<file path="src/source/rs_pkg.sv">
package rs_pkg;

    localparam int rs_entries = 16;
    localparam int rs_index_width = 4;

    localparam int data_width = 32;
    localparam int pc_width = 32;
    localparam int tag_width = 8;
    localparam int aluop_width = 4;

    // result sources, lower index wins on a tie
    localparam int num_sources = 4;
    localparam int src_alu = 0;
    localparam int src_mul = 1;
    localparam int src_div = 2;
    localparam int src_mem = 3;

    // one-hot of the lowest set bit, zero when empty
    function automatic logic [rs_entries-1:0] lowest_one(
        input logic [rs_entries-1:0] vec
    );
        return vec & (~vec + 1'b1);
    endfunction

    // returns {ready, data} after looking at the result buses
    function automatic logic [data_width:0] resolve_operand(
        input logic [tag_width-1:0] tag,
        input logic ready,
        input logic [data_width-1:0] data,
        input logic [num_sources-1:0] src_valid,
        input logic [num_sources-1:0][tag_width-1:0] src_tag,
        input logic [num_sources-1:0][data_width-1:0] src_data
    );
        logic [data_width:0] result;
        result = {ready, data};
        if (!ready) begin
            // walk down so the lowest matching source is applied last
            for (int s = num_sources - 1; s >= 0; s--) begin
                if (src_valid[s] && src_tag[s] == tag) begin
                    result = {1'b1, src_data[s]};
                end
            end
        end
        return result;
    endfunction

endpackage

</file>
<file path="src/source/rs_interfaces.sv">


interface entry_read_if import rs_pkg::*; ();

    logic [rs_entries-1:0][pc_width-1:0] pc;
    logic [rs_entries-1:0][tag_width-1:0] rd;
    logic [rs_entries-1:0][aluop_width-1:0] aluop;
    logic [rs_entries-1:0][data_width-1:0] data1;
    logic [rs_entries-1:0][data_width-1:0] data2;

    modport source (output pc, rd, aluop, data1, data2);
    modport sink (input pc, rd, aluop, data1, data2);

endinterface

</file>
<file path="src/source/rs_issue_register.sv">
module rs_issue_register import rs_pkg::*; (
    input logic clk,
    input logic reset,
    input logic [rs_entries-1:0] grant_onehot,
    entry_read_if.sink entries,
    output logic issue_valid,
    output logic [pc_width-1:0] issue_pc,
    output logic [tag_width-1:0] issue_rd,
    output logic [aluop_width-1:0] issue_aluop,
    output logic [data_width-1:0] issue_operand1,
    output logic [data_width-1:0] issue_operand2
);

    logic [rs_index_width-1:0] grant_index;

    // grant is one-hot, so at most one hit
    always_comb begin
        grant_index = '0;
        for (int i = 0; i < rs_entries; i++) begin
            if (grant_onehot[i]) begin
                grant_index = rs_index_width'(i);
            end
        end
    end

    always_ff @(posedge clk or posedge reset) begin
        if (reset) begin
            issue_valid <= 1'b0;
        end else begin
            issue_valid <= |grant_onehot;
        end
    end

    always_ff @(posedge clk) begin
        issue_pc <= entries.pc[grant_index];
        issue_rd <= entries.rd[grant_index];
        issue_aluop <= entries.aluop[grant_index];
        issue_operand1 <= entries.data1[grant_index];
        issue_operand2 <= entries.data2[grant_index];
    end

endmodule

</file>
<file path="src/flat_wrapper.sv">
// flat-port wrapper written by rule: the top's interface ports become plain ports
module rs_issue_register_flat import rs_pkg::*;
  (clk, reset, grant_onehot, issue_valid, issue_pc, issue_rd, issue_aluop, issue_operand1, issue_operand2, entries_pc, entries_rd, entries_aluop, entries_data1, entries_data2);
  entry_read_if entries_i ();
  input logic clk;
  input logic reset;
  input logic [rs_entries-1:0] grant_onehot;
  output logic issue_valid;
  output logic [pc_width-1:0] issue_pc;
  output logic [tag_width-1:0] issue_rd;
  output logic [aluop_width-1:0] issue_aluop;
  output logic [data_width-1:0] issue_operand1;
  output logic [data_width-1:0] issue_operand2;
  input wire logic [$bits(entries_i.pc)-1:0] entries_pc;
  input wire logic [$bits(entries_i.rd)-1:0] entries_rd;
  input wire logic [$bits(entries_i.aluop)-1:0] entries_aluop;
  input wire logic [$bits(entries_i.data1)-1:0] entries_data1;
  input wire logic [$bits(entries_i.data2)-1:0] entries_data2;
  assign entries_i.pc = entries_pc;
  assign entries_i.rd = entries_rd;
  assign entries_i.aluop = entries_aluop;
  assign entries_i.data1 = entries_data1;
  assign entries_i.data2 = entries_data2;
  rs_issue_register u_core (.clk(clk), .reset(reset), .grant_onehot(grant_onehot), .entries(entries_i), .issue_valid(issue_valid), .issue_pc(issue_pc), .issue_rd(issue_rd), .issue_aluop(issue_aluop), .issue_operand1(issue_operand1), .issue_operand2(issue_operand2));
endmodule
</file>
<file path="config.mk">
export PLATFORM = sky130hd
export DESIGN_NAME = rs_issue_register_flat
export DESIGN_NICKNAME = d
export VERILOG_FILES = /design/src/source/rs_pkg.sv /design/src/source/rs_interfaces.sv /design/src/source/rs_issue_register.sv /design/src/flat_wrapper.sv
export SDC_FILE = /design/constraint.sdc
export NUM_CORES = 2
export LEC_CHECK = 0
export ABC_AREA = 1
export BUFFER_PORTS_ARGS = -buffer_cell sky130_fd_sc_hd__buf_2
export CAP_MARGIN = 15
export CORE_AREA = 2 2 718 720
export DETAILED_ROUTE_END_ITERATION = 10
export DIE_AREA = 0 0 720 722
export GPL_TIMING_DRIVEN = 0
export PLACE_DENSITY = 0.3
export SYNTH_ARGS = -nofsm -noshare
export SYNTH_HDL_FRONTEND = slang
export SYNTH_SLANG_ARGS = --single-unit
</file>
<file path="constraint.sdc">
create_clock -name clk -period 1 [get_ports clk]
set_input_delay 0.15 -clock clk [delete_from_list [all_inputs] [get_ports clk]]
set_output_delay 0.15 -clock clk [all_outputs]
set_load 0.1 [all_outputs]
</file>
* Word-level counts from Yosys, hierarchy flattened
Index checks and enable logic that the tools add are counted.
Operators by class: mux-type cells 25, reduce and logical (&&, ||, !) cells 1, $lt $le $gt $ge 1
Operators by type and width (number):
- 32-bit binary-select mux with 4-bit select | 3
- 32-bit 2-to-1 mux | 3
- 4-bit 2-to-1 mux | 9
- 8-bit binary-select mux with 4-bit select | 1
- 4-bit binary-select mux with 4-bit select | 1
- 16-bit OR reduction | 1
- 3-bit 2-to-1 mux | 4
- 8-bit 2-to-1 mux | 1
- 4-bit by 5-bit less-than comparator with 1-bit output (second input constant) | 1
- 2-bit 2-to-1 mux | 2
- 1-bit 2-to-1 mux | 1
Word-level totals: output and inout bits 109, logic and storage cells 33, bits in registers 109, bits of input ports 1746

* Longest topological paths before layout
word-level depth 17, gate-level depth with buffers 23, depth with buffers taken out 21

* Worst setup path after synthesis
No wires, ideal clock.
path type input port to flip-flop, start point input port grant_onehot[6], end point register u_core.issue_aluop[0], required time 886 ps, stages on the path 9, arrival 1611 ps, slack -725 ps, cell sequence nor4_1 -> o21ai_1 -> buf_2 -> inv_2 -> clkbuf_1 -> clkbuf_1 -> nand3_1 -> nand3_1 -> nand2_1
Between the ends: cells in the longest elaborated chain, start to end 12
RTL lines:
- start, declared | line flat_wrapper.sv:7 | input logic [rs_entries-1:0] grant_onehot;
- 3-bit 2-to-1 mux (2 in a row) | line rs_issue_register.sv:20 | if (grant_onehot[i]) begin
- 4-bit 2-to-1 mux (8 in a row) | line rs_issue_register.sv:20
- 4-bit binary-select mux with 4-bit select | line rs_issue_register.sv:37 | issue_aluop <= entries.aluop[grant_index];
- 4-bit 2-to-1 mux (not written as such) | line rs_issue_register.sv:37
- end signal, assigned | line rs_issue_register.sv:37
- end, declared | line rs_issue_register.sv:9 | output logic [aluop_width-1:0] issue_aluop,
No other way between the ends. The select of a mux whose other input is x is not followed.

* Final worst setup path
start point input port grant_onehot[15], end point register u_core.issue_pc[29]
Between the ends: cells in the longest elaborated chain, start to end 3
RTL lines:
- 4-bit 2-to-1 mux | line rs_issue_register.sv:20
- 32-bit binary-select mux with 4-bit select | line rs_issue_register.sv:35 | issue_pc <= entries.pc[grant_index];
- 32-bit 2-to-1 mux (not written as such) | line rs_issue_register.sv:35
- end signal, assigned | line rs_issue_register.sv:35
- end, declared | line rs_issue_register.sv:7 | output logic [pc_width-1:0] issue_pc,
No other way between the ends. The select of a mux whose other input is x is not followed.

==> results.toml <==
[power_and_ir_drop]
power.switching_w = 0.0278
p_comb_share_pct = 75.1
switching_share_pct = 60.8
powerDensity_mw_per_mm2 = 823
ir_worst_vdd_mv = 0.851
power.leakage_nw = 28.5
internal-power_w = 0.0179
p_clk_share_pct = 13.6
power.share.sequential_pct = 11.3

[clocking]
h-tree-depth = 3
cts_root_buf = "clkbuf_16"
cts_made_buffers = 13
clockBufferDepth = 3
clkTransAtPathRegs_ns = 0.13
cts_tree = "done"
clock_sinks = 109

[synth]
synth_top_cell_area_share_pct = 40.1
synth_common_cells = "nand3_1 (1948), nand2_1 (1850), inv_1 (879), buf_2 (195), clkbuf_1 (187)"
ys_types = 18
ys_async_sr_fraction_pct = 0.917
seq_area_frac_synth_pct = 9.00
synth_largest_area_cell = "nand3_1"
yosysMostFrequentCell = "nand3_1"
synth_edf_count = 0
netlist_area_mm2 = 0.0243
syn_area_per_cell_um2 = 4.63
synthesis.nets = 6995
ys_seq_elements = 109
synthFlopType = "dfxtp_1"
syn_inst = 5249
yosys-top-cells-area = "nand3_1 (40%), nand2_1 (29%), inv_1 (14%)"
yosysWarnings = 0

[finish]
layout-drive-gt1-share_pct = 41.0
syn_to_final_growth_pct = 129
nFillCells = 61033
stdcell_area_mm2 = 0.0556
stdcell_count = 14492
nNetsFinal = 9281

[routing]
drc_errors = 0
drt-total-wl_um = 510000
vias = 48211
first_pass_iters = 6
routed_via_density = 3.33
ant_nets = 0
drt_iter0_markers = 4855
wl_per_cell_um = 35.2

[worst_setup_path]
worst_path_max_delay_cell = "clkbuf_2"
crit_fanout = 11
cp_data_required_time_ns = 1.53
cp_top_family = "buffers and inverters"
max_stage_delay_ns = 0.76
crit_chain = "buf_2, inv_1, buf_6, clkbuf_4, clkbuf_2, nand3_1, nand2_1, nand2_2, nand3_1, nand3_1, nand2_1"
end_kind = "flop"
crit_path_frequent_cell = "nand3_1"
cp-start-kind = "input port"
crit_buf_inv = 5
crit_arrival_ns = 2.71
path_class = "input port to flop"

[sta]
layout_setup_ws_ns = -1.18
final.min_clock_period_ns = 2.18
timing_hold_violations_final = 0
slew_viol_final = 0
fin_crit_sh_pct = 218
finalSetupViolCount = 218
max_freq_ghz = 0.458
grt_setup_unrepaired = "true"
worstMarginPinSlew_ns = 1.20
slew_headroom_pct = 20.2

[floorplan]
start_util_pct = 4.75
die_h_um = 722
io_pins = 1855
rows = 263
fp.coreArea_mm2 = 0.512
die-area_mm2 = 0.520
die_x_um = 720

[place]
routabilityCongestion = 0.951
io_buffers = 1854
post-place-cells = 13909
dp_hpwl_um = 439000
place_area_mm2 = 0.0435

[global_routing]
antenna_found_initial = 317
grt_pass1_vias = 46161
grt_pass1_wl_um = 598000
grt_max_degree = 19
grt_use_total_pct = 18.6
grt_overflow = 0

[outcome]
run_status = "finished with violations"
violations = "setup timing"

[flow_run]
drv_cap = 0

[worst_hold_path]
hold_class = "input port to flop"
-- power groups by stage --
stage          sequential [W]  clock, W  combinational, W
4_1_cts               0.00518   0.00679            0.0339
2_1_floorplan         0.00953         0           0.00790
3_3_place_gp          0.00526         0            0.0288
5_1_grt               0.00523   0.00667            0.0361
3_5_place_dp          0.00526         0            0.0291
6_report              0.00518   0.00621            0.0344
-- layout make-up --
cell class	count	area, um2	area share, %
inverter	883	3360	6.04
antenna	198	495	0.891
sequential	109	2190	3.93
timing repair buffer	2285	15000	27.0
multi-input combinational	3808	20900	37.5
buffer	435	4840	8.70
tap	6757	8450	15.2
clock buffer	13	325	0.585
clock inverter	4	50.0	0.0900
-- layout by cell type, fill, tap and decap left out, types with 10 or more instances in the layout --
cell type,count
buf_1,10
buf_12,88
buf_16,63
buf_2,1882
buf_4,89
buf_6,77
buf_8,53
clkbuf_1,58
clkbuf_16,51
clkbuf_2,55
clkbuf_4,32
clkbuf_8,23
dfxtp_1,108
diode_2,198
dlygate4sd3_1,248
inv_1,878
nand2_1,1562
nand2_2,195
nand2_4,71
nand2_8,25
nand3_1,1582
nand3_2,256
nand3_4,110
-- worst min-delay path: stages --
cell	delay, ns
buf_2	0.07
inv_1	0.05
nand2_4	0.06
nand3_2	0.06
nand3_2	0.07
nand3_2	0.07
nand2_2	0.07
-- final timing paths --
check	cells past startpoint	slack [ns]	startpoint	to
setup / recovery	11	-1.18	grant_onehot[15]	u_core.issue_pc[29]$_DFF_P_
max in group asynchronous	4	0.43	reset	u_core.issue_valid$_DFF_PP0_
min in group asynchronous	4	0.49	reset	u_core.issue_valid$_DFF_PP0_
hold / removal	7	0.04	entries_aluop[28]	u_core.issue_aluop[0]$_DFF_P_
-- logic make-up after synthesis --
logic type             after synthesis  share of synthesized area (%)
and+or+nand+nor                   3804                           68.9
buffers and inverters             1333                           22.0
DFF                                109                           9.00
AOI/OAI and AO/OA                    3                         0.0773
-- through the flow --
stage	power (W)	hold WS [ns]	TNS [ns]	setup WS [ns]	util, %
5_1_grt	0.0480	0.0174	-197.58	-1.21	10.8
4_1_cts	0.0458	0.0000812	-181.86	-1.06	10.4
3_3_place_gp	0.0341	-0.0158	-569.70	-5.89	8.29
6_report	0.0458	0.0400	-179.28	-1.18	10.9
3_5_place_dp	0.0344	-0.0155	-372.54	-4.04	8.50
2_1_floorplan	0.0174	-0.121	-74.54	-0.642	-
-- sequential cells by signal (all words and copies together) (netlist names) --
| name | count |
|---|---|
| u_core.issue_operand1 | 32 |
| u_core.issue_pc | 32 |
| u_core.issue_rd | 8 |
| u_core.issue_operand2 | 32 |
| u_core.issue_valid | 1 |
| u_core.issue_aluop | 4 |
-- routing by layer --
metal	share of wire, %	vias up	track usage [%]
met1	42	23470	23.5
li1	-	21315	-
met3	8.1	540	4.77
met4	2.2	102	3.11
met2	48	2784	31.9
met5	0.12	-	0
-- what timing repair did --
item | in CTS | in global routing
endpoints found under the setup margin | 218 | 218
gates resized for setup | 1196 | 411
endpoints found under the hold margin | 64 | 0
setup buffers | 93 | 16
gates cloned | 14 | 14
pin swaps | 143 | 154
hold buffers | 248 | 0
Power figures use the tool's default switching activity.
