--- src/source/rs_pkg.sv ---
package rs_pkg;

    localparam int rs_entries = 16;
    localparam int rs_index_width = 4;

    localparam int data_width = 32;
    localparam int pc_width = 32;
    localparam int tag_width = 8;
    localparam int aluop_width = 4;

    // result sources, lower index wins on a tie
    localparam int num_sources = 4;
    localparam int src_alu = 0;
    localparam int src_mul = 1;
    localparam int src_div = 2;
    localparam int src_mem = 3;

    // one-hot of the lowest set bit, zero when empty
    function automatic logic [rs_entries-1:0] lowest_one(
        input logic [rs_entries-1:0] vec
    );
        return vec & (~vec + 1'b1);
    endfunction

    // returns {ready, data} after looking at the result buses
    function automatic logic [data_width:0] resolve_operand(
        input logic [tag_width-1:0] tag,
        input logic ready,
        input logic [data_width-1:0] data,
        input logic [num_sources-1:0] src_valid,
        input logic [num_sources-1:0][tag_width-1:0] src_tag,
        input logic [num_sources-1:0][data_width-1:0] src_data
    );
        logic [data_width:0] result;
        result = {ready, data};
        if (!ready) begin
            // walk down so the lowest matching source is applied last
            for (int s = num_sources - 1; s >= 0; s--) begin
                if (src_valid[s] && src_tag[s] == tag) begin
                    result = {1'b1, src_data[s]};
                end
            end
        end
        return result;
    endfunction

endpackage

--- src/source/rs_control.sv ---
module rs_control import rs_pkg::*; (
    input logic clk,
    input logic reset,
    input logic dispatch_valid,
    input logic [rs_entries-1:0] operands_ready,
    output logic [rs_entries-1:0] alloc_onehot,
    output logic [rs_entries-1:0] grant_onehot,
    output logic full
);

    logic [rs_entries-1:0] busy_q;
    logic [rs_entries-1:0] free_slots;
    logic [rs_entries-1:0] issuable;

    assign free_slots = ~busy_q;
    assign issuable = busy_q & operands_ready;

    assign full = &busy_q;

    // dispatch while full is dropped
    assign alloc_onehot = (dispatch_valid && !full) ? lowest_one(free_slots) : '0;

    // lowest slot goes first
    assign grant_onehot = lowest_one(issuable);

    // alloc only hits free slots and grant only busy ones
    always_ff @(posedge clk or posedge reset) begin
        if (reset) begin
            busy_q <= '0;
        end else begin
            busy_q <= (busy_q & ~grant_onehot) | alloc_onehot;
        end
    end

endmodule

--- config.mk ---
export PLATFORM = sky130hd
export DESIGN_NAME = rs_control
export DESIGN_NICKNAME = d
export VERILOG_FILES = /design/src/source/rs_pkg.sv /design/src/source/rs_control.sv
export SDC_FILE = /design/constraint.sdc
export NUM_CORES = 1
export LEC_CHECK = 0
export BUFFER_PORTS_ARGS = -buffer_cell sky130_fd_sc_hd__buf_2
export CORE_MARGIN = 3
export CORE_UTILIZATION = 48
export DETAILED_ROUTE_END_ITERATION = 6
export PLACE_DENSITY = 0.82
export SLEW_MARGIN = 0
export SYNTH_ARGS = -nofsm -noshare
export SYNTH_HDL_FRONTEND = slang
export SYNTH_SLANG_ARGS = --single-unit
--- constraint.sdc ---
create_clock -name clk -period 3.5 [get_ports clk]
set_clock_uncertainty 0.05 [all_clocks]
set_input_delay 0.35 -clock clk [delete_from_list [all_inputs] [get_ports clk]]
set_output_delay 0.35 -clock clk [all_outputs]
set_load 0.005 [all_outputs]
# After elaboration in Yosys (flattened, before gate mapping)
# Cells that the tools add are included.
[op_classes]
reduce_logical = 3
muxes = 1
bitwise_logic = 9
addsub = 2
[op_table]
columns = ["op", "count"]
rows = [
  ["AND 16 bit", 4],
  ["inverter 16 bit", 4],
  ["adder 16 x 1 -> 16 bit (second input constant)", 2],
  ["two-way mux 16 bit", 1],
  ["bitwise OR 16 bit", 1],
  ["AND reduction 16 bit", 1],
  ["logical AND 1 bit", 1],
  ["zero test 1 bit", 1],
]
[word_totals]
output_inout_bits = 33
input_bits = 19
ff_bits = 16
elab_cells = 16

# Depth between registers and ports, before layout
# Gate-level depths: netlist (run 1).
[depth]
ltp_word = 7
ltp_mapped = 6
mapped_depth_nobuf = 4

# Worst setup path after synthesis (run 1)
# Ideal clock, no wire load.
[synth_timing]
kind = "reg-to-output"
startpoint = "register busy_q[2]"
endpoint = "output grant_onehot[11]"
path_slack_ns = 1.330
path_stages_with_launch = 6
t_arrival_ns = 1.770
t_required_ns = 3.100
path_buffers = 1
cell_sequence = "dfrtp_1 > a222oi_1 > nand4_1 > a221o_1 > buf_6 > nor3b_1"
[synth_between]
elab_chain_cells = 4
[synth_rtl]
columns = ["item", "line", "rtl"]
rows = [
  ["from (decl)", "rs_control.sv:11", "logic [rs_entries-1:0] busy_q;"],
  ["from (signal assigned)", "rs_control.sv:31", "busy_q <= (busy_q & ~grant_onehot) | alloc_onehot;"],
  ["AND 16 bit", "rs_control.sv:16", "assign issuable = busy_q & operands_ready;"],
  ["inverter 16 bit", "rs_pkg.sv:22", "return vec & (~vec + 1'b1);"],
  ["adder 16 x 1 -> 16 bit", "rs_pkg.sv:22", ""],
  ["AND 16 bit", "rs_pkg.sv:22", ""],
  ["to (decl)", "rs_control.sv:7", "output logic [rs_entries-1:0] grant_onehot,"],
]
# Every way passes these cells.

# Worst setup path in the final report (run 1)
[layout_timing]
startpoint = "register busy_q[2]"
endpoint = "output grant_onehot[15]"
# The elaborated chain is that of the path after synthesis.

==> results of run 1 <==
report_power, final:
| part | switching, uW | internal, uW |
|---|---|---|
| clock network | 63.6 | 63.3 |
| logic | 135 | 94.1 |
| registers | 78.4 | 230 |
critical path, cell delays in order (launching register included):
cell      delay, ps
dfrtp_1         470
a222oi_1        570
nand4_1         290
a221o_1         490
nor3_1          250
buf_2           150
layout make-up:
class	instances	area (um2)	share of cell area
clock buffer	4	36.3	0.0268
inverter	8	30.0	0.0222
multi-input combinational	109	597	0.441
sequential	16	400	0.296
tap	27	33.8	0.0250
timing repair buffer	51	255	0.189
per-stage QoR:
stage | cells | total power [uW] | hold slack, ps | instance area [um2] | setup WS (ps)
global route | 215 | 712 | 125 | 1350 | 266
finish | 215 | 664 | 73.5 | 1350 | 588
CTS | 215 | 659 | 93.6 | 1350 | 621
global placement | 211 | 519 | 412 | 1320 | 1060
floorplan | 137 | 467 | 214 | 1050 | 1330
detailed placement | 211 | 536 | 410 | 1320 | 944
synthesized netlist by cell type:
| library cell | instances | area (um2) |
|---|---|---|
| o21ai_0 | 2 | 10.0 |
| o31ai_1 | 1 | 7.51 |
| nand4_1 | 4 | 25.0 |
| inv_1 | 8 | 30.0 |
| o32a_1 | 2 | 20.0 |
| o22a_1 | 4 | 35.0 |
| and2_1 | 3 | 18.8 |
| and3_1 | 7 | 43.8 |
| a21oi_1 | 2 | 10.0 |
| a22oi_1 | 2 | 15.0 |
| clkbuf_2 | 1 | 5.00 |
| buf_6 | 1 | 11.3 |
| nor3b_1 | 1 | 7.51 |
| a21o_1 | 1 | 7.51 |
| nor2_1 | 19 | 71.3 |
| or2_2 | 1 | 6.26 |
| o2bb2ai_1 | 1 | 8.76 |
| nor2b_1 | 3 | 18.8 |
| nand2_1 | 25 | 93.8 |
| dfrtp_1 | 16 | 400 |
| nor4_1 | 5 | 31.3 |
| a221o_1 | 1 | 10.0 |
| a222oi_1 | 1 | 10.0 |
| nor3_1 | 10 | 50.1 |
| and4_1 | 1 | 8.76 |
| or4_1 | 1 | 7.51 |
| clkbuf_1 | 2 | 7.51 |
| a211oi_1 | 1 | 7.51 |
| o31a_1 | 2 | 17.5 |
| nand3_1 | 6 | 30.0 |
| a211o_1 | 2 | 17.5 |
| o21bai_1 | 1 | 7.51 |
worst paths after layout:
path,from,endpoint,slack (ps),depth (start not counted)
max,busy_q[2],grant_onehot[15],590,5
min,reset,busy_q[13],70,2
max reg2reg,busy_q[2],busy_q[12],1110,4
min reg2reg,busy_q[15],busy_q[15],530,1
max in group asynchronous,reset,busy_q[1],2910,2
min in group clk,dispatch_valid,busy_q[0],290,3
kinds of logic (layout without fill, tap and decap cells):
kind of cell | Yosys count | after routing | synth area share
simple gates | 86 | 86 | 0.393
compound gates | 23 | 23 | 0.175
flops | 16 | 16 | 0.381
buf+inv | 12 | 63 | 0.0512
layer usage:
| metal | up-vias | routed length (um) | share of wire |
|---|---|---|---|
| met2 | 41 | 1520 | 0.52 |
| met4 | 0 | 8 | 0.0027 |
| met1 | 588 | 1260 | 0.43 |
| met3 | 3 | 155 | 0.053 |
| met5 | - | 0 | 0 |
| li1 | 602 | - | - |
==> metrics, run 1 <==
most common cell after layout, fill and taps aside=buf_2; gr ovfl total=0; status=finished clean; Final period util=0.832; # hold bufs at CTS=0; I/O pin count=52; Final Core Density=0.669; CTS tree=yes; maximum VDD drop=0.000311 V; met2 Track Usage GR=0.405; DR DRC count=0; Placer Congestion=0.841; post-CTS sizing=0; antenna violations before repair=0; hold crit path type=in -> async; maxcap violations=0; GR Util met1=0.281; Mapped Area=0.00105 mm2; First DRT Iteration DRCs=44; hpwl dp=2340 um; root buffer cell=clkbuf_4; number of global-route vias before repair=1,180; Crit Path Class=reg -> out; Largest regs=busy_q: 16 flops; final setup fails=0; Post-CTS Setup Bufs=0; count of cell types in the netlist=32; Pwr per Cell Area=491 mW/mm2; via count=1,234; Setup Total Neg Slack=0 ps; first-pass GRT wire length=4820 um; sequential element share of the synthesized area=0.381; CP Capture Type=output port; # fillers=176; Die ar.=0.00279 mm2; Post-Syn Instances=137; Port Buffers=51; vias per cell=5.74; Worst EP required=3100 ps; H-tree levels=1; die width=52.8 um; final hold violation count=0; CP Launch Type=register; static leakage=0.000729 uW; Clock Sinks=16; number of antenna diodes=0; Most flops, register=busy_q; WL/cell=13.7 um; share of layout cells above drive strength 1=0.298; syn_area_per_cell=7.67 um2; Clock Pin Slew Worst Setup and Hold Paths=110 ps; FMAX=343 MHz; Slew HR=0.526; fin. max-slew vios=0; Die H=52.8 um; initial core utilization=0.520; actual slew at the worst max-slew pin=704 ps; gr busiest metal=met2; maximum root-to-sink buffer count=2; GRT Overall Usage=0.225; Area Overhead vs Synth=28.7%; FP Rows=16; First-pass DRT Iterations=4; critical path arrival=2510 ps; RSZ-0062 raised after global routing=false; Critical Path Fanout Max=12; WL final=2940 um; total CTS buffers=3; Clock Latency Late Sink=290 ps; #FFs+latches synth=16; Total Nets Final=208; most frequent cells in the layout=buf_2 (51), nand2_1 (25), nor2_1 (19); core area=0.00202 mm2; max reg flops=16; Yosys warnings=0; Period minus WS final=2910 ps; Final ANT Viol Nets=0; met3 Use GR=0.0342; largest net degree at the start of global routing=17; syn_nets=156
No activity file was read; power rests on OpenSTA's default activity.
==> inputs of run 2 (changes only) <==
--- a/config.mk
+++ b/config.mk
@@ -7,9 +7,9 @@
 export LEC_CHECK = 0
 export BUFFER_PORTS_ARGS = -buffer_cell sky130_fd_sc_hd__buf_2
 export CORE_MARGIN = 3
-export CORE_UTILIZATION = 48
+export CORE_UTILIZATION = 45
 export DETAILED_ROUTE_END_ITERATION = 6
-export PLACE_DENSITY = 0.82
+export PLACE_DENSITY = 0.78
 export SLEW_MARGIN = 0
 export SYNTH_ARGS = -nofsm -noshare
 export SYNTH_HDL_FRONTEND = slang
==> constraint.sdc (replaced) <==
create_clock -name clk -period 2.8 [get_ports clk]
set_clock_uncertainty 0.05 [all_clocks]
set_input_delay 0.28 -clock clk [delete_from_list [all_inputs] [get_ports clk]]
set_output_delay 0.28 -clock clk [all_outputs]
set_load 0.005 [all_outputs]
==> metrics, run 2 (same netlist as run 1, synthesis figures left out) <==
Crit Reg-Reg Endpoint=busy_q[15]; Crit Path Class=reg -> out; maximum VDD drop=0.000433 V; CP Capture Type=output port; Slew HR=0.572; total power=822 uW; hold slack=1.40 ps; share of layout cells above drive strength 1=0.307; Worst Path Buf+Inv=2; Die H=54.3 um; most common cell after layout, fill and taps aside=buf_2; RSZ-0062 raised after global routing=false; # hold bufs at CTS=0; root buffer cell=clkbuf_4; Worst path top cell family by delay=compound AO/OA/AOI/OAI gates; Most flops, register=busy_q; First DRT Iteration DRCs=22; most frequent cells in the layout=buf_2 (51), nand2_1 (25), nor2_1 (19); FMAX=386 MHz; Clock Pin Slew Worst Setup and Hold Paths=100 ps; final setup fails=0; antenna violations before repair=0; initial core utilization=0.505; H-tree levels=1; Pwr per Cell Area=604 mW/mm2; first-pass GRT wire length=4570 um; Setup Total Neg Slack=0 ps; maxcap violations=0; number of global-route vias before repair=1,100; FF-to-FF path depth=5; hpwl dp=2240 um; Largest regs=busy_q: 16 flops; largest net degree at the start of global routing=17; maximum root-to-sink buffer count=2; Worst EP required=2470 ps; final hold violation count=0; slowest library cell on the worst path=dfrtp_1; critical path arrival=2260 ps; Area Overhead vs Synth=29.5%; Critical Path Fanout Max=12; Clock Latency Late Sink=290 ps; max reg flops=16; FP Rows=16; static leakage=0.000734 uW; Die ar.=0.00295 mm2; reg2reg setup slack=660 ps; First-pass DRT Iterations=5; actual slew at the worst max-slew pin=636 ps; Port Buffers=51; gr ovfl total=0; Post-DP Area=0.00132 mm2; Final Cell Area=0.00136 mm2; register area=400 um2; WL final=2810 um; Final period util=0.925; DR DRC count=0; WL/cell=13.0 um; vias per cell=5.69; crit-path max cell delay=460 ps; fin. max-slew vios=0; CP Launch Type=register; Total Nets Final=209; Clock Sinks=16; die width=54.3 um; cell chain of the critical path=a222oi_1 -> buf_4 -> nand4_1 -> a221o_2 -> nor3_1 -> buf_2; core area=0.00208 mm2; Final ANT Viol Nets=0; status=finished clean; multi-input logic area=598 um2; total CTS buffers=3; via count=1,229; Placer Congestion=0.794; CTS tree=yes; I/O pin count=52; # fillers=200; hold crit path type=in -> async; GRT Overall Usage=0.208; Reg-to-Reg Start=busy_q[2]; Period minus WS final=2590 ps; number of antenna diodes=0
-- run 2: cell types whose count changed in the layout (fill, tap and decap cells not counted) --
cell and delta:
a221o_1 -1, a221o_2 +1, buf_4 +1
-- run 2: cell type report --
cell class	instances	area share
multi-input cells	109	0.439
flip-flops and latches	16	0.294
repair buffers	52	0.193
clock buffers	4	0.0267
well taps	27	0.0248
inverters	8	0.0221
-- run 2: worst register-to-register path, stage by stage, from the launching register on --
cell and delay, ps:
dfrtp_1 460, a222oi_1 360, buf_4 180, nand4_1 160, a221o_2 450, o32a_1 370
-- run 2: through the flow --
stage / setup slack, ps / utilization / instances
floorplan: 700 / - / 137
global placement: 484 / 0.632 / 211
detailed placement: 460 / 0.632 / 211
CTS: 120 / 0.650 / 215
global route: 8.29 / 0.654 / 216
finish: 210 / 0.654 / 216
-- run 2: worst max path at each step --
stage,from,end,slack (ps),cells past startpoint
6_report,busy_q[2],grant_onehot[14],210,6
5_1_grt,busy_q[2],grant_onehot[14],8,6
4_1_cts,busy_q[2],grant_onehot[14],120,5
3_5_place_dp,busy_q[2],grant_onehot[14],460,5
3_3_place_gp,busy_q[2],grant_onehot[11],480,5
2_1_floorplan,busy_q[2],grant_onehot[11],700,5
-- run 2: timing repair --
item                                    in CTS  in global routing
endpoints found under the hold margin        0                  0
setup buffers                                0                  1
gates resized for setup                      0                  1
endpoints found under the setup margin       0                  6
-- run 2: power breakdown --
group	internal [uW]	switching [uW]
logic	124	164
clock network	79.2	76.6
registers	287	91.2
total	491	331
-- run 2: routing by layer --
layer | wire, um | global-route usage | part of all wire
met1 | 1270 | 0.278 | 0.45
met2 | 1310 | 0.337 | 0.47
met3 | 197 | 0.0327 | 0.070
met4 | 35 | 0.0788 | 0.012
met5 | 0 | 0 | 0
==> inputs of run 3 (changes only) <==
==> constraint.sdc (replaced) <==
create_clock -name clk -period 2.8 [get_ports clk]
set_clock_uncertainty 0.05 [all_clocks]
set_input_delay 0.42 -clock clk [delete_from_list [all_inputs] [get_ports clk]]
set_output_delay 0.42 -clock clk [all_outputs]
set_load 0.005 [all_outputs]
==> metrics, run 3 (same netlist as run 1, synthesis figures left out) <==
Port Buffers=51; critical path arrival=2310 ps; largest net degree at the start of global routing=17; maximum VDD drop=0.000409 V; Period minus WS final=2780 ps; Clock Latency Late Sink=280 ps; final setup fails=0; Worst EP required=2330 ps; final hold violation count=0; Clock Pin Slew Worst Setup and Hold Paths=90 ps; core area=0.00208 mm2; # fillers=192; vias per cell=5.57; First-pass DRT Iterations=4; antenna violations before repair=0; CP Launch Type=register; most frequent cells in the layout=buf_2 (51), nand2_1 (25), nor2_1 (19); total CTS buffers=3; Final period util=0.991; number of global-route vias before repair=1,094; WL final=3050 um; status=finished clean; RSZ-0062 raised after global routing=true; DR DRC count=0; Reg-to-Reg Start=busy_q[2]; Critical Path Fanout Max=6; dpl ws=284 ps; number of antenna diodes=0; maximum root-to-sink buffer count=2; Die H=54.3 um; Placer Congestion=0.786; I/O pin count=52; CTS tree=yes; H-tree levels=1; GRT Overall Usage=0.213; FMAX=360 MHz; fin. max-slew vios=0; static leakage=0.000756 uW; most common cell after layout, fill and taps aside=buf_2; Final ANT Viol Nets=0; Pwr per Cell Area=622 mW/mm2; non-filler instance count after layout=221; first-pass GRT wire length=4680 um; Largest regs=busy_q: 16 flops; Die ar.=0.00295 mm2; hpwl dp=2310 um; actual slew at the worst max-slew pin=629 ps; Crit Path Class=reg -> out; hold crit path type=in -> async; die width=54.3 um; First DRT Iteration DRCs=35; Most flops, register=busy_q; Crit Reg-Reg Endpoint=busy_q[11]; final setup margin=24.2 ps; Clock Sinks=16; WL/cell=13.8 um; via count=1,230; # hold bufs at CTS=0; max reg flops=16; root buffer cell=clkbuf_4; gr ovfl total=0; maxcap violations=0; share of layout cells above drive strength 1=0.356; initial core utilization=0.505; Slew HR=0.577; FF-to-FF path depth=6; DP Cell Count=212; CP Capture Type=output port; reg2reg setup slack=440 ps; Total Nets Final=214; FP Rows=16; Area Overhead vs Synth=35.7%
==> run 3: changes by cell type in the layout (fill, tap and decap cells not counted) <==
cell     delta
buf_4       +4
dfrtp_1     -3
dfrtp_2     +3
nor3_1      -2
nor3_2      +2
a221o_1     +1
nor3b_1     -1
nor3b_2     +1
nor4_1      -1
nor4_2      +1
==> run 3: worst max-delay path, cell delays in order, from the launching register on <==
cell,delay (ps)
dfrtp_2,450
a222oi_1,510
nand4_1,240
a221o_2,440
nor3_2,240
buf_2,150
==> run 3: worst max path at each step <==
| stage | from | endpoint | depth (start not counted) |
|---|---|---|---|
| finish | busy_q[2] | grant_onehot[13] | 5 |
| global route | busy_q[2] | grant_onehot[13] | 5 |
| CTS | busy_q[2] | grant_onehot[13] | 5 |
| detailed placement | operands_ready[2] | grant_onehot[13] | 6 |
| global placement | operands_ready[2] | grant_onehot[11] | 6 |
| floorplan | busy_q[2] | grant_onehot[11] | 5 |
==> run 3: power breakdown <==
group	internal [uW]	total, uW	switching [uW]	leakage [uW]
Combinational	164	356	192	0.000531
Clock	79.0	151	71.5	0.0000210
Sequential	290	380	89.6	0.000204
==> run 3: stage by stage <==
stage	total power [uW]	hold slack, ps	TNS (ps)	area [um2]	util
after floorplan	583	284	0	1050	-
after CTS	827	164	0	1360	0.653
after global routing	957	201	-187	1430	0.685
final	887	145	0	1430	0.685
after global placement	662	474	0	1320	0.636
after detailed placement	675	475	0	1320	0.636
==> run 3: cell type report <==
class	instances	area, um2	area share
sequential	16	404	0.283
multi-input combinational	110	629	0.441
inverter	8	30.0	0.0211
tap	27	33.8	0.0237
clock buffer	4	36.3	0.0254
timing repair buffer	56	293	0.205
==> run 3: timing repair <==
action	in CTS	in global routing
endpoints found under the setup margin	0	9
resized for setup	0	8
buffers inserted	0	4
==> run 3: layer usage <==
| layer | routed length [um] | share of wire | GRT usage | vias up |
|---|---|---|---|---|
| li1 | - | - | - | 619 |
| met1 | 1340 | 0.44 | 0.282 | 555 |
| met2 | 1490 | 0.49 | 0.347 | 52 |
| met3 | 194 | 0.064 | 0.0354 | 4 |
| met4 | 29 | 0.0095 | 0.0788 | 0 |
| met5 | 0 | 0 | 0 | - |
